--- src/spim_config.svh ---
`ifndef SPIM_CONFIG_SVH
`define SPIM_CONFIG_SVH

// Data and command word width
`define SPIM_WORD_W     32

// Command FIFO entries
`define SPIM_CMD_DEPTH  4

// SCLK divider field width
`define SPIM_DIV_W      8

// Number of chip selects, active low
`define SPIM_CS_N       4

`endif

--- src/spim_pkg.sv ---
`include "spim_config.svh"

package spim_pkg;

    typedef logic [`SPIM_WORD_W-1:0]         spim_word_t;
    typedef logic [`SPIM_DIV_W-1:0]          spim_clkdiv_t;
    typedef logic [$clog2(`SPIM_WORD_W)-1:0] spim_bitcnt_t;
    typedef logic [`SPIM_CS_N-1:0]           spim_csn_t;

    // Opcode field, bits 31:28 of a command word
    typedef enum logic [3:0] {
        SPIM_OP_CFG  = 4'h1,
        SPIM_OP_SOT  = 4'h2,
        SPIM_OP_SEND = 4'h3,
        SPIM_OP_RECV = 4'h4,
        SPIM_OP_EOT  = 4'h5
    } spim_op_e;

    typedef struct packed {
        logic cpol;
        logic cpha;
    } spim_mode_t;

    // One shift job handed from decoder to shift engine
    typedef struct packed {
        logic         is_rx;
        logic         lsbfirst;
        spim_bitcnt_t bitcnt;
        spim_word_t   data;
    } spim_xfer_t;

    typedef enum logic [2:0] {
        IDLE,
        EXEC,
        WAIT_TX,
        RUN,
        DELIVER
    } spim_ctrl_state_e;

endpackage

--- src/spim_cmd_fifo.sv ---
`timescale 1ns/1ps
`include "spim_config.svh"

module spim_cmd_fifo
(
    input  logic                 sys_clk_i,
    input  logic                 rst_n_i,

    input  spim_pkg::spim_word_t data_i,
    input  logic                 valid_i,
    output logic                 ready_o,

    output spim_pkg::spim_word_t data_o,
    output logic                 valid_o,
    input  logic                 ready_i
);

    import spim_pkg::*;

    localparam int DEPTH = `SPIM_CMD_DEPTH;
    localparam int PTR_W = (DEPTH > 1) ? $clog2(DEPTH) : 1;
    localparam int CNT_W = $clog2(DEPTH + 1);

    spim_word_t       mem_q [DEPTH];
    logic [PTR_W-1:0] wr_ptr_q;
    logic [PTR_W-1:0] rd_ptr_q;
    logic [CNT_W-1:0] count_q;
    logic             push;
    logic             pop;

    assign ready_o = (count_q != CNT_W'(DEPTH));
    assign valid_o = (count_q != '0);
    assign data_o  = mem_q[rd_ptr_q];

    assign push = valid_i & ready_o;
    assign pop  = valid_o & ready_i;

    always_ff @(posedge sys_clk_i)
    begin
        if (push)
            mem_q[wr_ptr_q] <= data_i;
    end

    // Pointers wrap at DEPTH, so any depth works
    always_ff @(posedge sys_clk_i)
    begin
        if (!rst_n_i)
        begin
            wr_ptr_q <= '0;
            rd_ptr_q <= '0;
            count_q  <= '0;
        end
        else
        begin
            if (push)
                wr_ptr_q <= (wr_ptr_q == PTR_W'(DEPTH - 1)) ? '0 : wr_ptr_q + 1'b1;
            if (pop)
                rd_ptr_q <= (rd_ptr_q == PTR_W'(DEPTH - 1)) ? '0 : rd_ptr_q + 1'b1;
            if (push && !pop)
                count_q <= count_q + 1'b1;
            else if (pop && !push)
                count_q <= count_q - 1'b1;
        end
    end

    a_count_bound : assert property (@(posedge sys_clk_i) disable iff (!rst_n_i)
        count_q <= CNT_W'(DEPTH))
        else $error("spim_cmd_fifo: entry count above depth");

endmodule

--- src/spim_ctrl.sv ---
`timescale 1ns/1ps

module spim_ctrl
(
    input  logic                   sys_clk_i,
    input  logic                   rst_n_i,

    input  spim_pkg::spim_word_t   cmd_i,
    input  logic                   cmd_valid_i,
    output logic                   cmd_ready_o,

    input  spim_pkg::spim_word_t   tx_data_i,
    input  logic                   tx_valid_i,
    output logic                   tx_ready_o,

    output spim_pkg::spim_word_t   rx_data_o,
    output logic                   rx_valid_o,
    input  logic                   rx_ready_i,

    output spim_pkg::spim_clkdiv_t clkdiv_o,
    output spim_pkg::spim_mode_t   mode_o,

    output logic                   xfer_start_o,
    output spim_pkg::spim_xfer_t   xfer_o,
    input  logic                   xfer_done_i,
    input  spim_pkg::spim_word_t   xfer_rx_data_i,

    output spim_pkg::spim_csn_t    spi_csn_o,
    output logic                   eot_o
);

    import spim_pkg::*;

    spim_ctrl_state_e state_q;
    spim_word_t       cmd_q;
    spim_op_e         op;
    spim_clkdiv_t     clkdiv_q;
    spim_mode_t       mode_q;
    spim_csn_t        csn_q;
    logic             eot_q;
    logic             start_q;
    spim_xfer_t       xfer_q;
    spim_word_t       rx_data_q;

    assign op = spim_op_e'(cmd_q[31:28]);

    assign cmd_ready_o  = (state_q == IDLE);
    assign tx_ready_o   = (state_q == WAIT_TX);
    assign rx_valid_o   = (state_q == DELIVER);
    assign rx_data_o    = rx_data_q;
    assign clkdiv_o     = clkdiv_q;
    assign mode_o       = mode_q;
    assign xfer_start_o = start_q;
    assign xfer_o       = xfer_q;
    assign spi_csn_o    = csn_q;
    assign eot_o        = eot_q;

    //////////////////////////////
    // Command decode
    //////////////////////////////

    always_ff @(posedge sys_clk_i)
    begin
        if (!rst_n_i)
        begin
            state_q  <= IDLE;
            clkdiv_q <= '0;
            mode_q   <= '0;
            csn_q    <= '1;
            eot_q    <= 1'b0;
            start_q  <= 1'b0;
        end
        else
        begin
            eot_q   <= 1'b0;
            start_q <= 1'b0;
            case (state_q)
                IDLE:
                    if (cmd_valid_i)
                        state_q <= EXEC;
                EXEC:
                begin
                    state_q <= IDLE;
                    case (op)
                        SPIM_OP_CFG:
                        begin
                            clkdiv_q    <= cmd_q[7:0];
                            mode_q.cpol <= cmd_q[8];
                            mode_q.cpha <= cmd_q[9];
                        end
                        SPIM_OP_SOT:
                            csn_q <= ~(spim_csn_t'(1) << cmd_q[1:0]);
                        SPIM_OP_SEND:
                            state_q <= WAIT_TX;
                        SPIM_OP_RECV:
                        begin
                            start_q <= 1'b1;
                            state_q <= RUN;
                        end
                        SPIM_OP_EOT:
                        begin
                            csn_q <= '1;
                            eot_q <= 1'b1;
                        end
                        // Unknown opcodes are dropped
                        default:
                            state_q <= IDLE;
                    endcase
                end
                // No SCLK until the TX word shows up
                WAIT_TX:
                    if (tx_valid_i)
                    begin
                        start_q <= 1'b1;
                        state_q <= RUN;
                    end
                RUN:
                    if (xfer_done_i)
                        state_q <= xfer_q.is_rx ? DELIVER : IDLE;
                DELIVER:
                    if (rx_ready_i)
                        state_q <= IDLE;
                default:
                    state_q <= IDLE;
            endcase
        end
    end

    //////////////////////////////
    // Transfer payload
    //////////////////////////////

    always_ff @(posedge sys_clk_i)
    begin
        if (cmd_ready_o && cmd_valid_i)
            cmd_q <= cmd_i;
        if (state_q == EXEC)
        begin
            xfer_q.is_rx    <= (op == SPIM_OP_RECV);
            xfer_q.lsbfirst <= cmd_q[8];
            xfer_q.bitcnt   <= cmd_q[4:0];
            xfer_q.data     <= '0;
        end
        else if (tx_ready_o && tx_valid_i)
            xfer_q.data <= tx_data_i;
        if (state_q == RUN && xfer_done_i)
            rx_data_q <= xfer_rx_data_i;
    end

    a_one_csn : assert property (@(posedge sys_clk_i) disable iff (!rst_n_i)
        $countones(~spi_csn_o) <= 1)
        else $error("spim_ctrl: more than one chip select active");

endmodule

--- src/spim_clkgen.sv ---
`timescale 1ns/1ps

module spim_clkgen
(
    input  logic                   sys_clk_i,
    input  logic                   rst_n_i,

    input  spim_pkg::spim_clkdiv_t clkdiv_i,
    input  logic                   run_i,

    output logic                   lead_tick_o,
    output logic                   trail_tick_o
);

    import spim_pkg::*;

    spim_clkdiv_t cnt_q;
    logic         phase_q;
    logic         tick;

    // A tick every clkdiv+1 cycles, leading and trailing in turn
    assign tick         = run_i & (cnt_q == '0);
    assign lead_tick_o  = tick & ~phase_q;
    assign trail_tick_o = tick & phase_q;

    always_ff @(posedge sys_clk_i)
    begin
        if (!rst_n_i)
        begin
            cnt_q   <= '0;
            phase_q <= 1'b0;
        end
        else if (!run_i)
        begin
            // Preload so the first leading tick lands clkdiv+1 cycles in
            cnt_q   <= clkdiv_i;
            phase_q <= 1'b0;
        end
        else if (tick)
        begin
            cnt_q   <= clkdiv_i;
            phase_q <= ~phase_q;
        end
        else
            cnt_q <= cnt_q - 1'b1;
    end

endmodule

--- src/spim_txrx.sv ---
`timescale 1ns/1ps

module spim_txrx
(
    input  logic                 sys_clk_i,
    input  logic                 rst_n_i,

    input  spim_pkg::spim_mode_t mode_i,

    input  logic                 xfer_start_i,
    input  spim_pkg::spim_xfer_t xfer_i,

    input  logic                 lead_tick_i,
    input  logic                 trail_tick_i,

    output logic                 busy_o,
    output logic                 xfer_done_o,
    output spim_pkg::spim_word_t rx_data_o,

    output logic                 spi_clk_o,
    output logic                 spi_sdo_o,
    input  logic                 spi_sdi_i
);

    import spim_pkg::*;

    logic         busy_q;
    logic         done_q;
    logic         sclk_q;
    logic         sdo_q;
    spim_bitcnt_t cnt_q;
    spim_bitcnt_t len_q;
    logic         lsbfirst_q;
    logic         is_rx_q;
    spim_word_t   tx_q;
    spim_word_t   rx_q;
    spim_bitcnt_t cur_idx;
    spim_bitcnt_t nxt_idx;
    logic         shift_tick;
    logic         sample_tick;
    logic         last_bit;

    // cnt_q is bits left minus one, so MSB first walks it straight down
    assign cur_idx  = lsbfirst_q ? len_q - cnt_q : cnt_q;
    assign nxt_idx  = lsbfirst_q ? cur_idx + 1'b1 : cur_idx - 1'b1;
    assign last_bit = (cnt_q == '0);

    assign shift_tick  = mode_i.cpha ? lead_tick_i : trail_tick_i;
    assign sample_tick = mode_i.cpha ? trail_tick_i : lead_tick_i;

    assign busy_o      = busy_q;
    assign xfer_done_o = done_q;
    assign rx_data_o   = rx_q;
    assign spi_clk_o   = sclk_q ^ mode_i.cpol;
    assign spi_sdo_o   = sdo_q;

    //////////////////////////////
    // SCLK and bit sequencing
    //////////////////////////////

    always_ff @(posedge sys_clk_i)
    begin
        if (!rst_n_i)
        begin
            busy_q <= 1'b0;
            done_q <= 1'b0;
            sclk_q <= 1'b0;
            sdo_q  <= 1'b0;
            cnt_q  <= '0;
        end
        else
        begin
            done_q <= 1'b0;
            if (xfer_start_i)
            begin
                busy_q <= 1'b1;
                cnt_q  <= xfer_i.bitcnt;
                // First bit set up ahead of the first leading edge
                sdo_q  <= xfer_i.lsbfirst ? xfer_i.data[0] : xfer_i.data[xfer_i.bitcnt];
            end
            else if (busy_q)
            begin
                if (lead_tick_i)
                    sclk_q <= 1'b1;
                if (trail_tick_i)
                begin
                    sclk_q <= 1'b0;
                    if (last_bit)
                    begin
                        busy_q <= 1'b0;
                        done_q <= 1'b1;
                    end
                    else
                        cnt_q <= cnt_q - 1'b1;
                end
                // CPHA 1 drives the current bit, CPHA 0 moves on to the next
                if (shift_tick)
                begin
                    if (mode_i.cpha)
                        sdo_q <= tx_q[cur_idx];
                    else if (!last_bit)
                        sdo_q <= tx_q[nxt_idx];
                end
            end
        end
    end

    //////////////////////////////
    // Data registers
    //////////////////////////////

    always_ff @(posedge sys_clk_i)
    begin
        if (xfer_start_i)
        begin
            tx_q       <= xfer_i.data;
            len_q      <= xfer_i.bitcnt;
            lsbfirst_q <= xfer_i.lsbfirst;
            is_rx_q    <= xfer_i.is_rx;
            rx_q       <= '0;
        end
        else if (busy_q && sample_tick && is_rx_q)
            rx_q[cur_idx] <= spi_sdi_i;
    end

    a_no_overlap : assert property (@(posedge sys_clk_i) disable iff (!rst_n_i)
        xfer_start_i |-> !busy_q)
        else $error("spim_txrx: transfer started while busy");

endmodule

--- src/spim_top.sv ---
`timescale 1ns/1ps

module spim_top
(
    input  logic                 sys_clk_i,
    input  logic                 rst_n_i,

    input  spim_pkg::spim_word_t cmd_i,
    input  logic                 cmd_valid_i,
    output logic                 cmd_ready_o,

    input  spim_pkg::spim_word_t tx_data_i,
    input  logic                 tx_valid_i,
    output logic                 tx_ready_o,

    output spim_pkg::spim_word_t rx_data_o,
    output logic                 rx_valid_o,
    input  logic                 rx_ready_i,

    output logic                 eot_o,

    output logic                 spi_clk_o,
    output spim_pkg::spim_csn_t  spi_csn_o,
    output logic                 spi_sdo_o,
    input  logic                 spi_sdi_i
);

    import spim_pkg::*;

    spim_word_t   fifo_cmd;
    logic         fifo_valid;
    logic         fifo_ready;
    spim_clkdiv_t clkdiv;
    spim_mode_t   mode;
    logic         xfer_start;
    spim_xfer_t   xfer;
    logic         xfer_done;
    spim_word_t   xfer_rx_data;
    logic         busy;
    logic         lead_tick;
    logic         trail_tick;

    spim_cmd_fifo u_cmd_fifo
    (
        .sys_clk_i ( sys_clk_i   ),
        .rst_n_i   ( rst_n_i     ),
        .data_i    ( cmd_i       ),
        .valid_i   ( cmd_valid_i ),
        .ready_o   ( cmd_ready_o ),
        .data_o    ( fifo_cmd    ),
        .valid_o   ( fifo_valid  ),
        .ready_i   ( fifo_ready  )
    );

    spim_ctrl u_ctrl
    (
        .sys_clk_i      ( sys_clk_i    ),
        .rst_n_i        ( rst_n_i      ),
        .cmd_i          ( fifo_cmd     ),
        .cmd_valid_i    ( fifo_valid   ),
        .cmd_ready_o    ( fifo_ready   ),
        .tx_data_i      ( tx_data_i    ),
        .tx_valid_i     ( tx_valid_i   ),
        .tx_ready_o     ( tx_ready_o   ),
        .rx_data_o      ( rx_data_o    ),
        .rx_valid_o     ( rx_valid_o   ),
        .rx_ready_i     ( rx_ready_i   ),
        .clkdiv_o       ( clkdiv       ),
        .mode_o         ( mode         ),
        .xfer_start_o   ( xfer_start   ),
        .xfer_o         ( xfer         ),
        .xfer_done_i    ( xfer_done    ),
        .xfer_rx_data_i ( xfer_rx_data ),
        .spi_csn_o      ( spi_csn_o    ),
        .eot_o          ( eot_o        )
    );

    spim_clkgen u_clkgen
    (
        .sys_clk_i    ( sys_clk_i  ),
        .rst_n_i      ( rst_n_i    ),
        .clkdiv_i     ( clkdiv     ),
        .run_i        ( busy       ),
        .lead_tick_o  ( lead_tick  ),
        .trail_tick_o ( trail_tick )
    );

    spim_txrx u_txrx
    (
        .sys_clk_i    ( sys_clk_i    ),
        .rst_n_i      ( rst_n_i      ),
        .mode_i       ( mode         ),
        .xfer_start_i ( xfer_start   ),
        .xfer_i       ( xfer         ),
        .lead_tick_i  ( lead_tick    ),
        .trail_tick_i ( trail_tick   ),
        .busy_o       ( busy         ),
        .xfer_done_o  ( xfer_done    ),
        .rx_data_o    ( xfer_rx_data ),
        .spi_clk_o    ( spi_clk_o    ),
        .spi_sdo_o    ( spi_sdo_o    ),
        .spi_sdi_i    ( spi_sdi_i    )
    );

endmodule

--- config.mk ---
export PLATFORM = sky130hd
export DESIGN_NAME = spim_top
export DESIGN_NICKNAME = d
export VERILOG_FILES = /design/src/spim_pkg.sv /design/src/spim_cmd_fifo.sv /design/src/spim_ctrl.sv /design/src/spim_clkgen.sv /design/src/spim_txrx.sv /design/src/spim_top.sv
export VERILOG_INCLUDE_DIRS = /design/src
export SDC_FILE = /design/constraint.sdc
export NUM_CORES = 1
export LEC_CHECK = 0
export CAP_MARGIN = 25
export CORE_MARGIN = 10
export CORE_UTILIZATION = 50
export DETAILED_ROUTE_END_ITERATION = 8
export DONT_BUFFER_PORTS = 1
export PLACE_DENSITY_LB_ADDON = 0.25
export REMOVE_ABC_BUFFERS = 1
export SLEW_MARGIN = 0
export SYNTH_ARGS = -nofsm -noshare
export SYNTH_HDL_FRONTEND = slang
export SYNTH_SLANG_ARGS = --single-unit
--- constraint.sdc ---
create_clock -name sys_clk_i -period 2.85 [get_ports sys_clk_i]
set_input_delay 0.57 -clock sys_clk_i [delete_from_list [all_inputs] [get_ports sys_clk_i]]
set_output_delay 0.57 -clock sys_clk_i [all_outputs]
set_load 0.005 [all_outputs]
==> impl_metrics.py <==
metrics = {
    "timing": {
        "rsz0062_at_grt": "yes",
        "fin_crit_ps": 3160,
        "finalCritPeriodShare_pct": 110.9,
        "slew_viol_final": 0,
        "finalHoldViolCount": 0,
        "fmax_mhz": 316.4,
        "setup_ws_ps": -310.4,
        "max-slew-margin-rel_pct": 49.35,
        "skew_ps": 9.611,
        "tightest_slew_ps": 758.7,
        "hold-worst-slack_ps": 126.0,
        "finalSetupViolations": 1,
    },
    "synth": {
        "ys_types": 57,
        "postSynthAreaPerCell_sq_um": 12.38,
        "yosys_warnings": 0,
        "synth_flop_cell": "edfxtp_1",
        "yosysSeqAreaShare_pct": 61.62,
        "syn_area_sq_um": 10720,
        "synth_area_leaders": "edfxtp_1 41%, dfxtp_1 20%, mux4_2 6.9%",
        "synthArstFlopShare_pct": 0,
        "yosysTopAreaCell": "edfxtp_1",
        "syn_inst": 866,
        "ys_seq_elements": 256,
        "synth_top_area_share_pct": 41.45,
        "synth_edf_count": 148,
    },
    "clocking": {
        "hold_buffers": 0,
        "cts.sinks": 256,
        "cts_root_buf": "clkbuf_16",
        "clkSlewWorstSetupHoldPaths_ps": 60,
        "cts_made_buffers": 26,
        "cts-htree-levels": 1,
        "clk_latency_ps": 530,
        "clockBufferDepth": 3,
        "cts_tree": "built",
    },
    "hold_path": {
        "hold_path_class": "in -> reg",
        "holdPathStages": 1,
        "hold_end": "u_ctrl.spi_csn_o[3]",
        "min_from": "rst_n_i",
    },
    "detailed_routing": {
        "drt_wl_total_um": 21550,
        "dr_total_vias": 6539,
        "drtIter0Drc": 430,
        "vias_per_cell": 5.513,
        "first_pass_iters": 4,
        "drc": 0,
        "antenna_left": 0,
        "wire_per_inst_um": 18.17,
    },
    "pwr": {
        "switchingPower_w": 0.002729,
        "p_int_w": 0.007431,
        "leakage_nw": 4.503,
        "vdd_drop_max_mv": 0.5644,
        "swShare_pct": 26.86,
        "pwr-share-seq_pct": 50.9,
        "power.density_nw_per_um2": 834.3,
        "clkPwrFrac_pct": 32.2,
        "p_comb_share_pct": 16.9,
    },
    "cells_and_area": {
        "final_cell_mix": "148 x edfxtp_1, 146 x nand2_1, 107 x dfxtp_1, 67 x a21oi_1, 42 x buf_4",
        "drive_gt1_share_pct": 16.15,
        "area_growth_pct": 13.58,
        "fill_cells": 1668,
        "final_common_cell": "edfxtp_1",
        "post-route-util_pct": 57.75,
        "final_nets": 977,
    },
    "placed_design": {
        "dp_hpwl_um": 15120,
        "port-buffer-count": 0,
        "gp_congestion": 0.7766,
    },
    "run": {
        "max_cap_violations": 0,
    },
    "global_routing": {
        "grt_pass1_wl_um": 35280,
        "antenna_found_initial": 1,
        "grt_pass1_vias": 6430,
        "grt_max_degree": 45,
        "grt.overflow.total": 0,
        "grtUsageTotal_pct": 15.16,
    },
    "floorplanning": {
        "core-area_sq_um": 21090,
        "die_height_um": 166.4,
        "rows": 53,
        "die-area_sq_um": 27700,
        "io_pins": 112,
        "die_x_um": 166.4,
        "initial_core_util_pct": 50.84,
    },
    "worst_setup_path": {
        "worstPathCellList": "inv_1, ha_2, inv_2, fa_2, nand2_2, o21ai_2, ha_1, buf_12, mux4_2, mux4_2, mux2i_1, a211oi_1, o31a_1",
        "crit_buf_inv": 3,
        "max_stage_delay_ps": 580,
        "start_kind": "flip-flop",
        "cp_slowest_cell": "fa_2",
        "rr_worst_depth": 13,
        "arrival_ps": 3580,
        "crit_required_ps": 3270,
        "regToRegSetupSlack_ps": -310,
        "r2r_end": "u_txrx.spi_sdo_o",
        "crit_top_cell": "mux4_2",
        "timing.rr.start": "u_txrx.len_q[0]",
        "end_kind": "flip-flop",
        "cp_max_fo": 8,
        "cpLargestDelayFamily": "adder cells",
        "critPathKind": "reg -> reg",
    },
    "status": {
        "status": "finished, violations left",
        "violations": "setup timing",
    },
}
[logic make-up after synthesis]
logic type                 synth area share (%)
AOI/OAI and AO/OA                         6.745
buffers and inverters                     2.509
xor gates and xnor gates                  1.552
and+or+nand+nor                           14.09
DFF                                       61.62
muxes                                     11.37
adders and majority gates                 2.124
[power by group through the flow]
stage               clock network (W)  registers [W]  logic [W]
floorplan                           0        0.00514    0.00123
global placement                    0        0.00523    0.00166
detailed placement                  0        0.00525    0.00171
CTS                           0.00335        0.00517    0.00172
global route                  0.00350        0.00526    0.00193
finish                        0.00328        0.00517    0.00171
[per-layer routing]
metal / share of wire (%) / vias to the layer above / wire length, um / global-route usage [%]
met5: 0 / - / 0 / 0
met4: 2.2 / 0 / 464 / 4.047
met3: 6.9 / 29 / 1487 / 4.425
met2: 48 / 166 / 10260 / 24.81
met1: 43 / 3143 / 9332 / 19.25
li1: - / 3201 / - / -
[synth_stat cells (2+ instances only)]
cell        n
a211oi_1    4
xnor2_1    13
nand2_1   147
dfxtp_1   108
nor4b_1     2
and2_1     10
nor2_1     37
or3_1       3
nand2b_1    4
nand4b_1    2
buf_6       2
o21a_1      2
xor2_1      6
a21o_1      2
a21oi_1    69
or4_1       2
o211a_1     9
nor3b_1     5
a21boi_0    2
inv_1      15
buf_1       6
mux4_1      7
clkbuf_1   41
edfxtp_1  148
and3_1     16
mux4_2     33
mux2i_1    28
nor2b_1    28
ha_1       15
buf_2       2
nand3_1    38
nor3_1     12
fa_1        2
a31oi_1     3
nor4_1      4
o21ai_0    18
[per-stage QoR]
stage	std cells	total power [W]	setup TNS [ps]	setup slack (ps)	area, sq um
final	1186	0.01016	-310.4	-310.4	12180
after global routing	1186	0.01069	-432.0	-394.4	12180
after global placement	1135	0.006895	-213.5	-208.6	11250
after detailed placement	1135	0.006958	-316.3	-249.0	11250
after CTS	1183	0.01024	-267.0	-267.0	12090
after floorplan	815	0.006371	-40570	-1721	10510
[state kept, by name, summed over array words and instances (netlist names), 2 cells and up]
name / count
u_ctrl.spi_csn_o: 4
u_cmd_fifo.wr_ptr_q: 2
u_ctrl.mode_o: 2
u_txrx.cnt_q: 5
u_txrx.tx_q: 32
u_cmd_fifo.count_q: 3
u_ctrl.cmd_q: 14
u_ctrl.xfer_o: 39
u_clkgen.cnt_q: 8
u_cmd_fifo.rd_ptr_q: 2
u_txrx.len_q: 5
u_ctrl.state_q: 3
u_cmd_fifo.mem_q: 56
u_ctrl.clkdiv_o: 8
u_ctrl.rx_data_o: 32
u_txrx.rx_data_o: 32
[what timing repair did]
item                                    CTS  global route
endpoints found under the setup margin    5            28
buffers inserted                          0             2
gates resized for setup                   1            20
gates cloned                              0             0
pin swaps                                 0             6
[area by class of cell]
cell class	count	area, sq um	share of cell area (%)
sequential	256	6608	54.26
tap	275	344.1	2.825
multi-input combinational	543	3928	32.25
inverter	16	60.06	0.4932
clock buffer	35	734.5	6.031
antenna	1	2.502	0.02055
clock inverter	13	103.9	0.8528
timing repair buffer	47	397.9	3.267
[worst reg2reg max path: stages, from the launching register on]
cell and delay, ps:
edfxtp_1 350, inv_1 70, ha_2 180, inv_2 40, fa_2 580, nand2_2 70
o21ai_2 70, ha_1 270, buf_12 150, mux4_2 280, mux4_2 470, mux2i_1 180
a211oi_1 100, o31a_1 230
[how the worst max path moves through the flow]
stage	from	endpoint	slack, ps	cells past startpoint
global route	u_txrx.len_q[0]	u_txrx.spi_sdo_o	-390	13
CTS	u_txrx.len_q[0]	u_txrx.spi_sdo_o	-270	13
detailed placement	u_txrx.len_q[0]	u_txrx.spi_sdo_o	-250	13
finish	u_txrx.len_q[0]	u_txrx.spi_sdo_o	-310	13
global placement	u_txrx.len_q[0]	u_txrx.spi_sdo_o	-210	13
floorplan	u_ctrl.state_q[0]	u_ctrl.clkdiv_o[0]	-1720	4
No activity file was read; power rests on OpenSTA's default activity.
